`src/logic/msx_pkg.sv`:
```
// Port map, bus widths, idle bus value and the I/O cycle state type
`default_nettype none

package msx_pkg;

    // I/O bus fields
    typedef logic [7:0] io_port_t;
    typedef logic [7:0] io_data_t;

    // Eleven keyboard rows of eight keys, row r at bits 8r+7:8r, 0 = pressed
    typedef logic [87:0] kb_matrix_t;

    // States of the host-to-bus cycle sequencer
    typedef enum logic [1:0] {
        CYC_IDLE,
        CYC_STROBE,
        CYC_DONE
    } cycle_state_t;

    // Value seen on the data bus when no device answers
    localparam io_data_t IO_IDLE = 8'hFF;

    localparam int KB_ROWS = 11;

    // Port numbers
    localparam io_port_t PORT_VDP_CTRL = 8'h99;
    localparam io_port_t PORT_PPI_A    = 8'hA8;
    localparam io_port_t PORT_PPI_B    = 8'hA9;
    localparam io_port_t PORT_PPI_C    = 8'hAA;

endpackage

`default_nettype wire

```
`src/logic/cpu_bus_if.sv`:
```
// Internal CPU I/O strobe bus with master and device views
`default_nettype none

interface cpu_bus_if;

    // Port number and write data, stable for the whole strobe
    msx_pkg::io_port_t addr;
    msx_pkg::io_data_t wdata;

    // One-cycle read and write strobes, never high together
    logic rd;
    logic wr;

    // Cycle sequencer side
    modport master_mp (
        output addr,
        output wdata,
        output rd,
        output wr
    );

    // Peripheral side
    modport device_mp (
        input addr,
        input wdata,
        input rd,
        input wr
    );

endinterface

`default_nettype wire

```
`src/logic/dev_ppi.sv`:
```
// PPI-like device with slot select, keyboard row select and row readback
`default_nettype none

module dev_ppi (
    input  logic                clk,
    input  logic                rst_n,
    cpu_bus_if.device_mp        cpu_bus,
    input  msx_pkg::kb_matrix_t kb_matrix,
    output msx_pkg::io_data_t   slot_config,
    output msx_pkg::io_data_t   data
);

    logic [3:0] row_sel;
    logic [6:0] row_base;

    // Register writes land at the end of the strobe
    always_ff @(posedge clk) begin
        if (!rst_n) begin
            slot_config <= 8'h00;
            row_sel     <= 4'h0;
        end else if (cpu_bus.wr) begin
            if (cpu_bus.addr == msx_pkg::PORT_PPI_A) begin
                slot_config <= cpu_bus.wdata;
            end
            if (cpu_bus.addr == msx_pkg::PORT_PPI_C) begin
                row_sel <= cpu_bus.wdata[3:0];
            end
        end
    end

    // Bit offset of the selected row in the matrix
    assign row_base = {row_sel, 3'b000};

    // Read mux, idle value when not addressed
    always_comb begin
        data = msx_pkg::IO_IDLE;
        if (cpu_bus.rd) begin
            case (cpu_bus.addr)
                msx_pkg::PORT_PPI_A: data = slot_config;
                msx_pkg::PORT_PPI_B: begin
                    // Rows past the matrix read as no key pressed
                    if (row_sel < msx_pkg::KB_ROWS) begin
                        data = kb_matrix[row_base +: 8];
                    end
                end
                msx_pkg::PORT_PPI_C: data = {4'h0, row_sel};
                default: data = msx_pkg::IO_IDLE;
            endcase
        end
    end

endmodule

`default_nettype wire

```
`src/logic/dev_vdp_timer.sv`:
```
// VDP-like interrupt timer with programmable period and read-to-clear status
`default_nettype none

module dev_vdp_timer (
    input  logic                clk,
    input  logic                rst_n,
    cpu_bus_if.device_mp        cpu_bus,
    output logic                interrupt,
    output msx_pkg::io_data_t   data
);

    logic [7:0] period;
    logic [7:0] count;
    logic [7:0] count_next;
    logic       running;
    logic       ctrl_wr;
    logic       status_rd;
    logic       flag_set;

    assign ctrl_wr   = cpu_bus.wr && (cpu_bus.addr == msx_pkg::PORT_VDP_CTRL);
    assign status_rd = cpu_bus.rd && (cpu_bus.addr == msx_pkg::PORT_VDP_CTRL);

    // Period 0 holds the counter
    assign running = (period != 8'h00);

    // Count runs 0 .. period-1, then wraps
    assign count_next = (count == period - 8'd1) ? 8'h00 : count + 8'd1;

    // Flag sets on the edge where the count arrives at period-1
    assign flag_set = running && !ctrl_wr && (count_next == period - 8'd1);

    always_ff @(posedge clk) begin
        if (!rst_n) begin
            period <= 8'h00;
            count  <= 8'h00;
        end else if (ctrl_wr) begin
            // New period restarts the count
            period <= cpu_bus.wdata;
            count  <= 8'h00;
        end else if (running) begin
            count <= count_next;
        end
    end

    // Sticky flag, a set wins over a clearing read
    always_ff @(posedge clk) begin
        if (!rst_n) begin
            interrupt <= 1'b0;
        end else if (flag_set) begin
            interrupt <= 1'b1;
        end else if (status_rd) begin
            interrupt <= 1'b0;
        end
    end

    // Status byte, flag in bit 7
    assign data = status_rd ? {interrupt, 7'b000_0000} : msx_pkg::IO_IDLE;

endmodule

`default_nettype wire

```
`src/logic/io_cycle_fsm.sv`:
```
// I/O cycle FSM turning host requests into bus strobes and response pulses
`default_nettype none

module io_cycle_fsm (
    input  logic                clk,
    input  logic                rst_n,
    input  logic                req_valid,
    output logic                req_ready,
    input  logic                req_write,
    input  msx_pkg::io_port_t   req_port,
    input  msx_pkg::io_data_t   req_wdata,
    output logic                rsp_valid,
    output msx_pkg::io_data_t   rsp_rdata,
    input  msx_pkg::io_data_t   rdata,
    cpu_bus_if.master_mp        cpu_bus
);

    msx_pkg::cycle_state_t state;

    // One request in flight at a time
    assign req_ready = (state == msx_pkg::CYC_IDLE);
    assign rsp_valid = (state == msx_pkg::CYC_DONE);

    // Sequencer and strobes
    always_ff @(posedge clk) begin
        if (!rst_n) begin
            state      <= msx_pkg::CYC_IDLE;
            cpu_bus.rd <= 1'b0;
            cpu_bus.wr <= 1'b0;
        end else begin
            unique case (state)
                msx_pkg::CYC_IDLE: begin
                    if (req_valid) begin
                        state      <= msx_pkg::CYC_STROBE;
                        cpu_bus.rd <= !req_write;
                        cpu_bus.wr <= req_write;
                    end
                end
                msx_pkg::CYC_STROBE: begin
                    state      <= msx_pkg::CYC_DONE;
                    cpu_bus.rd <= 1'b0;
                    cpu_bus.wr <= 1'b0;
                end
                msx_pkg::CYC_DONE: begin
                    state <= msx_pkg::CYC_IDLE;
                end
                default: begin
                    state <= msx_pkg::CYC_IDLE;
                end
            endcase
        end
    end

    // Bus fields latched on acceptance, response data at end of strobe
    always_ff @(posedge clk) begin
        if (req_valid && req_ready) begin
            cpu_bus.addr  <= req_port;
            cpu_bus.wdata <= req_wdata;
        end
        if (state == msx_pkg::CYC_STROBE) begin
            // Writes report the idle bus value
            rsp_rdata <= cpu_bus.rd ? rdata : msx_pkg::IO_IDLE;
        end
    end

endmodule

`default_nettype wire

```
`src/logic/msx_devices.sv`:
```
// Device aggregator combining read data by AND and interrupts by OR
`default_nettype none

module msx_devices (
    cpu_bus_if.device_mp        cpu_bus,
    input  logic                clk,
    input  logic                rst_n,
    input  msx_pkg::kb_matrix_t kb_matrix,
    output msx_pkg::io_data_t   slot_config,
    output msx_pkg::io_data_t   rdata,
    output logic                interrupt
);

    msx_pkg::io_data_t ppi_data;
    msx_pkg::io_data_t vdp_data;
    logic              vdp_interrupt;

    // Idle devices drive all ones, so AND leaves only the addressed one
    assign rdata = ppi_data & vdp_data;

    // Interrupt sources are ORed, the timer is the only one so far
    assign interrupt = vdp_interrupt;

    // Slot and keyboard
    dev_ppi dev_ppi (
        .clk         (clk),
        .rst_n       (rst_n),
        .cpu_bus     (cpu_bus),
        .kb_matrix   (kb_matrix),
        .slot_config (slot_config),
        .data        (ppi_data)
    );

    // Frame interrupt timer
    dev_vdp_timer dev_vdp_timer (
        .clk       (clk),
        .rst_n     (rst_n),
        .cpu_bus   (cpu_bus),
        .interrupt (vdp_interrupt),
        .data      (vdp_data)
    );

endmodule

`default_nettype wire

```
`src/logic/msx_io_top.sv`:
```
// Top level joining the I/O cycle FSM and the device aggregator
`default_nettype none

module msx_io_top (
    input  logic                clk,
    input  logic                rst_n,
    input  logic                req_valid,
    output logic                req_ready,
    input  logic                req_write,
    input  msx_pkg::io_port_t   req_port,
    input  msx_pkg::io_data_t   req_wdata,
    output logic                rsp_valid,
    output msx_pkg::io_data_t   rsp_rdata,
    input  msx_pkg::kb_matrix_t kb_matrix,
    output msx_pkg::io_data_t   slot_config,
    output logic                interrupt
);

    cpu_bus_if cpu_bus ();

    msx_pkg::io_data_t rdata;

    io_cycle_fsm io_cycle_fsm (
        .clk       (clk),
        .rst_n     (rst_n),
        .req_valid (req_valid),
        .req_ready (req_ready),
        .req_write (req_write),
        .req_port  (req_port),
        .req_wdata (req_wdata),
        .rsp_valid (rsp_valid),
        .rsp_rdata (rsp_rdata),
        .rdata     (rdata),
        .cpu_bus   (cpu_bus.master_mp)
    );

    msx_devices msx_devices (
        .cpu_bus     (cpu_bus.device_mp),
        .clk         (clk),
        .rst_n       (rst_n),
        .kb_matrix   (kb_matrix),
        .slot_config (slot_config),
        .rdata       (rdata),
        .interrupt   (interrupt)
    );

endmodule

`default_nettype wire

```
`config.mk`:
```
export PLATFORM = sky130hd
export DESIGN_NAME = msx_io_top
export DESIGN_NICKNAME = d
export VERILOG_FILES = /design/src/logic/msx_pkg.sv /design/src/logic/cpu_bus_if.sv /design/src/logic/dev_ppi.sv /design/src/logic/dev_vdp_timer.sv /design/src/logic/io_cycle_fsm.sv /design/src/logic/msx_devices.sv /design/src/logic/msx_io_top.sv
export SDC_FILE = /design/constraint.sdc
export NUM_CORES = 1
export LEC_CHECK = 0
export BUFFER_PORTS_ARGS = -buffer_cell sky130_fd_sc_hd__buf_4
export CORE_MARGIN = 2
export CORE_UTILIZATION = 46
export CTS_CLUSTER_DIAMETER = 50
export CTS_CLUSTER_SIZE = 12
export DETAILED_ROUTE_END_ITERATION = 8
export GPL_ROUTABILITY_DRIVEN = 0
export HOLD_SLACK_MARGIN = 0.1
export PLACE_DENSITY = 0.77
export SYNTH_ARGS = -nofsm -noshare
export SYNTH_HDL_FRONTEND = slang
export SYNTH_SLANG_ARGS = --single-unit
```
`constraint.sdc`:
```
create_clock -name clk -period 2.5 [get_ports clk]
set_clock_uncertainty 0.1 [all_clocks]
set_input_delay 0.375 -clock clk [delete_from_list [all_inputs] [get_ports clk]]
set_output_delay 0.375 -clock clk [all_outputs]
set_load 0.01 [all_outputs]
```
==> out/qor.csv, run 1 <==
metric,value,unit
Clock Tree Root,clkbuf_8,
vias in the first global route,3389,
Rows,32,
final slew viol count,0,
worst hold path type,input port to register,
Final #Nets,628,
DIE AREA,8840,um2
WP data arrival,2.59,ns
Cells after Synth,373,
Reg area,1380,um2
"non-filler cells, final",625,
CP max FO,6,
"Hold Vio Cnt, Final",0,
ordered list of cells on the worst path,inv_1 > ha_4 > xnor2_2 > xnor2_1 > or4_4 > nor4b_4 > buf_4 > a211oi_2 > o21ai_1 > o22ai_1,
Flop pwr share,47.4,%
Area growth syn-to-layout,41.1,%
Net Sw Frac,22.7,%
utilization after layout,67.3,%
Inserted Diodes,0,
initial core utilization,47.7,%
Yosys warnings,0,
Adder-Cell Fraction of Synth Area,0.672,%
first-pass GRT wire length,17000,um
status,"finished, final reports clean",
pwr dens,406,nW/um2
GRT overflow,0,
Die W,94,um
main combinational cell family by area after synthesis,simple AND/OR/NAND/NOR gates,
IO Port Bufs,126,
Critical Path Sink Type,register,
Boundary Pins,127,
minimum clock period after layout,2.45,ns
ranking of synthesized cells by area,"edfxtp_1 19%, dfxtp_1 18%, mux4_2 9.7%",
Longest Clk Path Bufs,2,
Mapped Area,3730,um2
Leakage,2.08,nW
period utilisation layout,98.1,%
CTS sink cnt,57,
number of enable flip-flop cells after synthesis,24,
Synth Area in XOR/XNOR,5.27,%
synthesis-stage register bit count,57,
Syn Nets,483,
Setup crit start kind,register,
Crit path max-delay family,simple AND/OR/NAND/NOR gates,
Vias,3455,
multi-input logic area,2260,um2
# fillers,605,
worst slew pin tran,0.738,ns
"Reg clk slew, reported paths",0.07,ns
WS Path Type,register to register,
Power Internal,1.65,mW
Buf/Inv on CP,2,
slew margin rel.,50.7,%
All-Layer GR Usage,25.4,%
vias per cell,5.53,
RSZ-0062 raised after global routing,yes,
area of the core,7810,um2
Psw,0.484,mW
Hold WS,0.182,ns
mux cell area share after synthesis,16.8,%
Comb pwr share,11.5,%
Clk network pwr share,41.1,%
largest net degree at the start of global routing,27,
CTS Buf Count,9,
CTS H-tree lvls,3,
initial antenna violation count,0,
post-synthesis sequential area ratio,37.1,%
Crit-path slowest cell,or4_4,
dominant cell type by area after synthesis,edfxtp_1,
most common cell in the netlist,dfxtp_1,
syn_area_per_cell,9.99,um2
clk_lat worst skew,0.35,ns
worst vdd ir,0.000400,V
distinct cell type count after synthesis,64,
CP required,2.63,ns
# DRC,0,
Final setup violation count,0,
Cells after DPL,592,
Post-Synth Simple-Gate Area,20.2,%
DR iter-0 viols,238,
asr flop ratio synth,0,%
Post-synth top cells,"33 x dfxtp_1, 31 x nand2_1, 26 x nand3_1",
layout cells sized above 1,41.9,%
Pwr Total,2.13,mW
CTS tree,done,
Synth Area in Compound Gates,16.1,%
maxcap violations,0,
Final ANT Viol Nets,0,
Die Y-Extent,94,um
area share of the largest cell type after synthesis,19.3,%
Initial DRT Pass Iterations,4,
Routed WL,10600,um
post-detail-place hpwl,8000,um
FMAX,0.408,GHz
WL/cell,17.0,um
Main synth FF type,dfxtp_1,
slowest cell delay on critical path,0.56,ns
placed cells by master, fill, tap and decap left out, drive strengths merged, types with 3 or more instances in the layout:
cell type	instances
a211oi	3
a21boi	17
a21oi	10
a221oi	8
a22oi	3
and2	4
and2b	4
and3	7
buf	145
clkbuf	10
clkinv	3
dfxtp	33
dlygate4sd3	16
edfxtp	24
inv	6
mux2	12
mux2i	13
mux4	16
nand2	32
nand2b	3
nand3	26
nand4b	3
nor2	23
nor2b	7
nor3	6
nor3b	3
nor4	3
o21ai	21
o221ai	4
o22a	8
xnor2	6
xor2	13
repair_timing:
action	in CTS	in global routing
cloned	0	0
buffers inserted	0	1
endpoints found under the hold margin	16	0
pin swaps	1	4
hold buffers	16	0
gates resized for setup	0	12
endpoints found under the setup margin	1	12
worst paths after layout:
check	from	to	slack, ns	cells past startpoint
worst min-delay path	req_valid	io_cycle_fsm.state[0]	0.18	2
worst min register to register	msx_devices.dev_ppi.slot_config[0]	msx_devices.dev_ppi.slot_config[0]	0.39	2
worst max-delay path	msx_devices.dev_vdp_timer.period[0]	msx_devices.dev_vdp_timer.interrupt	0.05	10
worst max register to register	msx_devices.dev_vdp_timer.period[0]	msx_devices.dev_vdp_timer.interrupt	0.05	10
sequential cells by signal, indices dropped and copies added, names as in the netlist:
name                                 count
io_cycle_fsm.cpu_bus.addr                8
io_cycle_fsm.cpu_bus.rd                  1
io_cycle_fsm.cpu_bus.wdata               8
io_cycle_fsm.cpu_bus.wr                  1
io_cycle_fsm.rsp_rdata                   8
io_cycle_fsm.state                       2
msx_devices.dev_ppi.row_sel              4
msx_devices.dev_ppi.slot_config          8
msx_devices.dev_vdp_timer.count          8
msx_devices.dev_vdp_timer.interrupt      1
msx_devices.dev_vdp_timer.period         8
layer usage:
metal | routed length [um] | part of all wire (%) | track usage (%) | vias to the layer above
met3 | 596 | 5.6 | 4.49 | 9
met4 | 101 | 0.95 | 9.06 | 0
met5 | 0 | 0 | 0 | -
met1 | 4630 | 44 | 33.5 | 1652
li1 | - | - | - | 1695
met2 | 5270 | 50 | 42.0 | 99
area by class of cell:
| cell class | count | area share [%] |
|---|---|---|
| clock buffer | 10 | 2.62 |
| clock inverter | 6 | 1.29 |
| inverter | 6 | 0.428 |
| multi-input combinational | 283 | 42.9 |
| sequential | 57 | 26.3 |
| tap | 102 | 2.43 |
| timing repair buffer | 161 | 24.0 |
cells by family after synthesis:
logic type | count (synthesis)
AND/OR/NAND/NOR | 135
AO/OA/AOI/OAI | 85
flip-flops | 57
multiplexers | 41
buffers and inverters | 33
XOR/XNOR | 20
adder cells (fa/ha/maj) | 2
metrics by stage:
stage / cell area, um2 / setup WS [ns] / TNS, ns
after floorplan: 3730 / 0.0442 / 0
after global placement: 4820 / 0.0771 / 0
after detailed placement: 4820 / -0.00473 / -0.00473
after CTS: 5190 / 0.00634 / 0
after global routing: 5260 / -0.0437 / -0.146
final: 5260 / 0.0466 / 0
power by group through the flow:
stage	registers, mW	logic, mW	clock network, mW
after floorplan	1.02	0.0776	0
after global placement	1.03	0.219	0
after detailed placement	1.03	0.223	0
after CTS	1.01	0.243	0.891
after global routing	1.01	0.264	0.933
final	1.01	0.245	0.878
No activity file was read; power rests on OpenSTA's default activity.
==> inputs of run 2 (changes only) <==
Settings changed: CELL_PAD_IN_SITES_DETAIL_PLACEMENT set to 0, CELL_PAD_IN_SITES_GLOBAL_PLACEMENT set to 1, CORE_UTILIZATION 46 to 34, PLACE_DENSITY 0.77 to not set, PLACE_DENSITY_LB_ADDON set to 0.1, RECOVER_POWER set to 100.
==> out/qor.csv, run 2 (synthesis results as in run 1) <==
metric,value,unit,change
DP Area,4910,um2,+1.8%
GRT overflow,0,,unchanged
Longest Clk Path Bufs,2,,unchanged
slew margin rel.,47.5,%,-3.2 points
Boundary Pins,127,,unchanged
CTS Buf Count,9,,unchanged
FMAX,0.420,GHz,+3.0%
largest net degree at the start of global routing,28,,+3.7%
Hold WS,0.139,ns,-0.0425 ns
initial antenna violation count,0,,unchanged
Critical Path Sink Type,register,,
Die W,109,um,+16%
"commonest non-fill, non-tap cell in the layout",buf_4,,
"Reg clk slew, reported paths",0.07,ns,about the same
Vias,3390,,-1.9%
Final ANT Viol Nets,0,,unchanged
initial core utilization,34.7,%,-13 points
utilization after layout,48.0,%,-19 points
maxcap violations,0,,unchanged
minimum clock period after layout,2.38,ns,-0.0710 ns
Final #Nets,623,,-0.80%
area of the core,10700,um2,+38%
CTS H-tree lvls,3,,unchanged
status,"finished, final reports clean",,
# DRC,0,,unchanged
IO Port Bufs,126,,unchanged
worst vdd ir,0.000451,V,+13%
setup slack after layout,0.118,ns,+0.0710 ns
Clock Tree Root,clkbuf_8,,
first-pass GRT wire length,17800,um,+4.3%
Flop pwr share,46.4,%,-1.0 points
Worst Reg2Reg Path Length in Cells,10,,unchanged
beginning of the worst hold path,req_wdata[7],,
Area growth syn-to-layout,38.4,%,
Leakage,1.99,nW,-4.0%
Routed WL,11200,um,+6.0%
"non-filler cells, final",658,,+5.3%
setup TNS,0,ns,unchanged
Inserted Diodes,0,,unchanged
Final setup violation count,0,,unchanged
Psw,0.462,mW,-4.6%
Rows,38,,+19%
WP data arrival,2.50,ns,-0.09 ns
vias in the first global route,3419,,+0.89%
Worst Setup SP,msx_devices.dev_vdp_timer.period[0],,
CP required,2.61,ns,-0.02 ns
pwr dens,421,nW/um2,+3.8%
Clk network pwr share,43.3,%,+2.2 points
post-route cell area,5160,um2,-1.9%
CTS sink cnt,57,,unchanged
Net Sw Frac,21.3,%,-1.4 points
most frequent cells in the layout,"112 x buf_4, 31 x nand2_1, 30 x dfxtp_1, 26 x nand3_1, 24 x edfxtp_1",,
DIE AREA,11800,um2,+34%
# fillers,1041,,+72%
Comb pwr share,10.3,%,-1.2 points
WL/cell,17.1,um,+0.67%
"Hold Vio Cnt, Final",0,,unchanged
Cells after DPL,635,,+7.3%
vias per cell,5.15,,-6.8%
Place WS,-0.0160,ns,-0.0113 ns
WS Path Type,register to register,,
clk_lat worst skew,0.33,ns,-0.02 ns
post-detail-place hpwl,8900,um,+11%
Setup crit start kind,register,,
RSZ-0062 raised after global routing,yes,,
worst slew pin tran,0.786,ns,+0.0481 ns
reg-to-reg startpoint,msx_devices.dev_vdp_timer.period[0],,
period utilisation layout,95.3,%,-2.8 points
Pwr Total,2.17,mW,+1.8%
Hold Path Stages,1,,-1
final slew viol count,0,,unchanged
Initial DRT Pass Iterations,4,,unchanged
All-Layer GR Usage,19.8,%,-5.6 points
layout cells sized above 1,38.4,%,-3.5 points
CP max FO,6,,unchanged
CTS tree,done,,
DR iter-0 viols,192,,-19%
Power Internal,1.71,mW,+3.7%
Reg area,1390,um2,about the same
worst hold path type,input port to register,,
multi-input logic area,2240,um2,-0.89%
Die Y-Extent,109,um,+16%
## run 2: cell types whose count changed in the layout (fill, tap and decap cells not counted), moves of 11 or more
| cell | change |
|---|---|
| clkbuf_4 | +17 |
| buf_4 | -32 |
| dlygate4sd3_1 | -11 |
| clkbuf_1 | +23 |
## run 2: per-layer routing
layer	up-vias	global-route usage [%]	wire length, um
li1	1690	-	-
met1	1596	26.2	5270
met2	90	33.3	5310
met3	14	3.95	504
met4	0	5.04	154
met5	-	0	0
## run 2: worst paths after layout
path                                                       endpoint  slack, ns
worst max-delay path            msx_devices.dev_vdp_timer.interrupt       0.12
worst min-delay path                  io_cycle_fsm.cpu_bus.wdata[7]       0.14
worst max register to register  msx_devices.dev_vdp_timer.interrupt       0.12
worst min register to register   msx_devices.dev_ppi.slot_config[2]       0.38
## run 2: critical path, cell delays in order, from the launching register on
cell      delay [ns]
dfxtp_2         0.34
inv_1           0.08
ha_4            0.28
xor2_1          0.18
o221ai_1        0.15
or4_4           0.45
nor4b_4         0.22
buf_4           0.18
a211oi_1        0.07
o21ai_1         0.13
o22ai_1         0.09
## run 2: final cells by class
cell class	count	area share, %
Tap cell	140	3.40
Clock buffer	16	4.32
Sequential cell	57	26.8
Timing Repair Buffer	156	21.7
Multi-Input combinational cell	283	43.3
Inverter	6	0.437
## run 2: power by group through the flow
| stage | combinational, mW | sequential, mW | clock [mW] |
|---|---|---|---|
| 5_1_grt | 0.243 | 1.01 | 0.995 |
| 3_5_place_dp | 0.223 | 1.03 | 0 |
| 6_report | 0.224 | 1.01 | 0.940 |
| 2_1_floorplan | 0.0776 | 1.02 | 0 |
| 3_3_place_gp | 0.220 | 1.03 | 0 |
| 4_1_cts | 0.223 | 1.01 | 0.953 |
## run 2: repair_timing
item | 4_1_cts | 5_1_grt
resized for setup | 0 | 9
setup endpoints to repair | 1 | 15
pin swaps | 1 | 1
endpoints found under the hold margin | 0 | 5
setup buffers | 1 | 1
hold buffers | 0 | 5
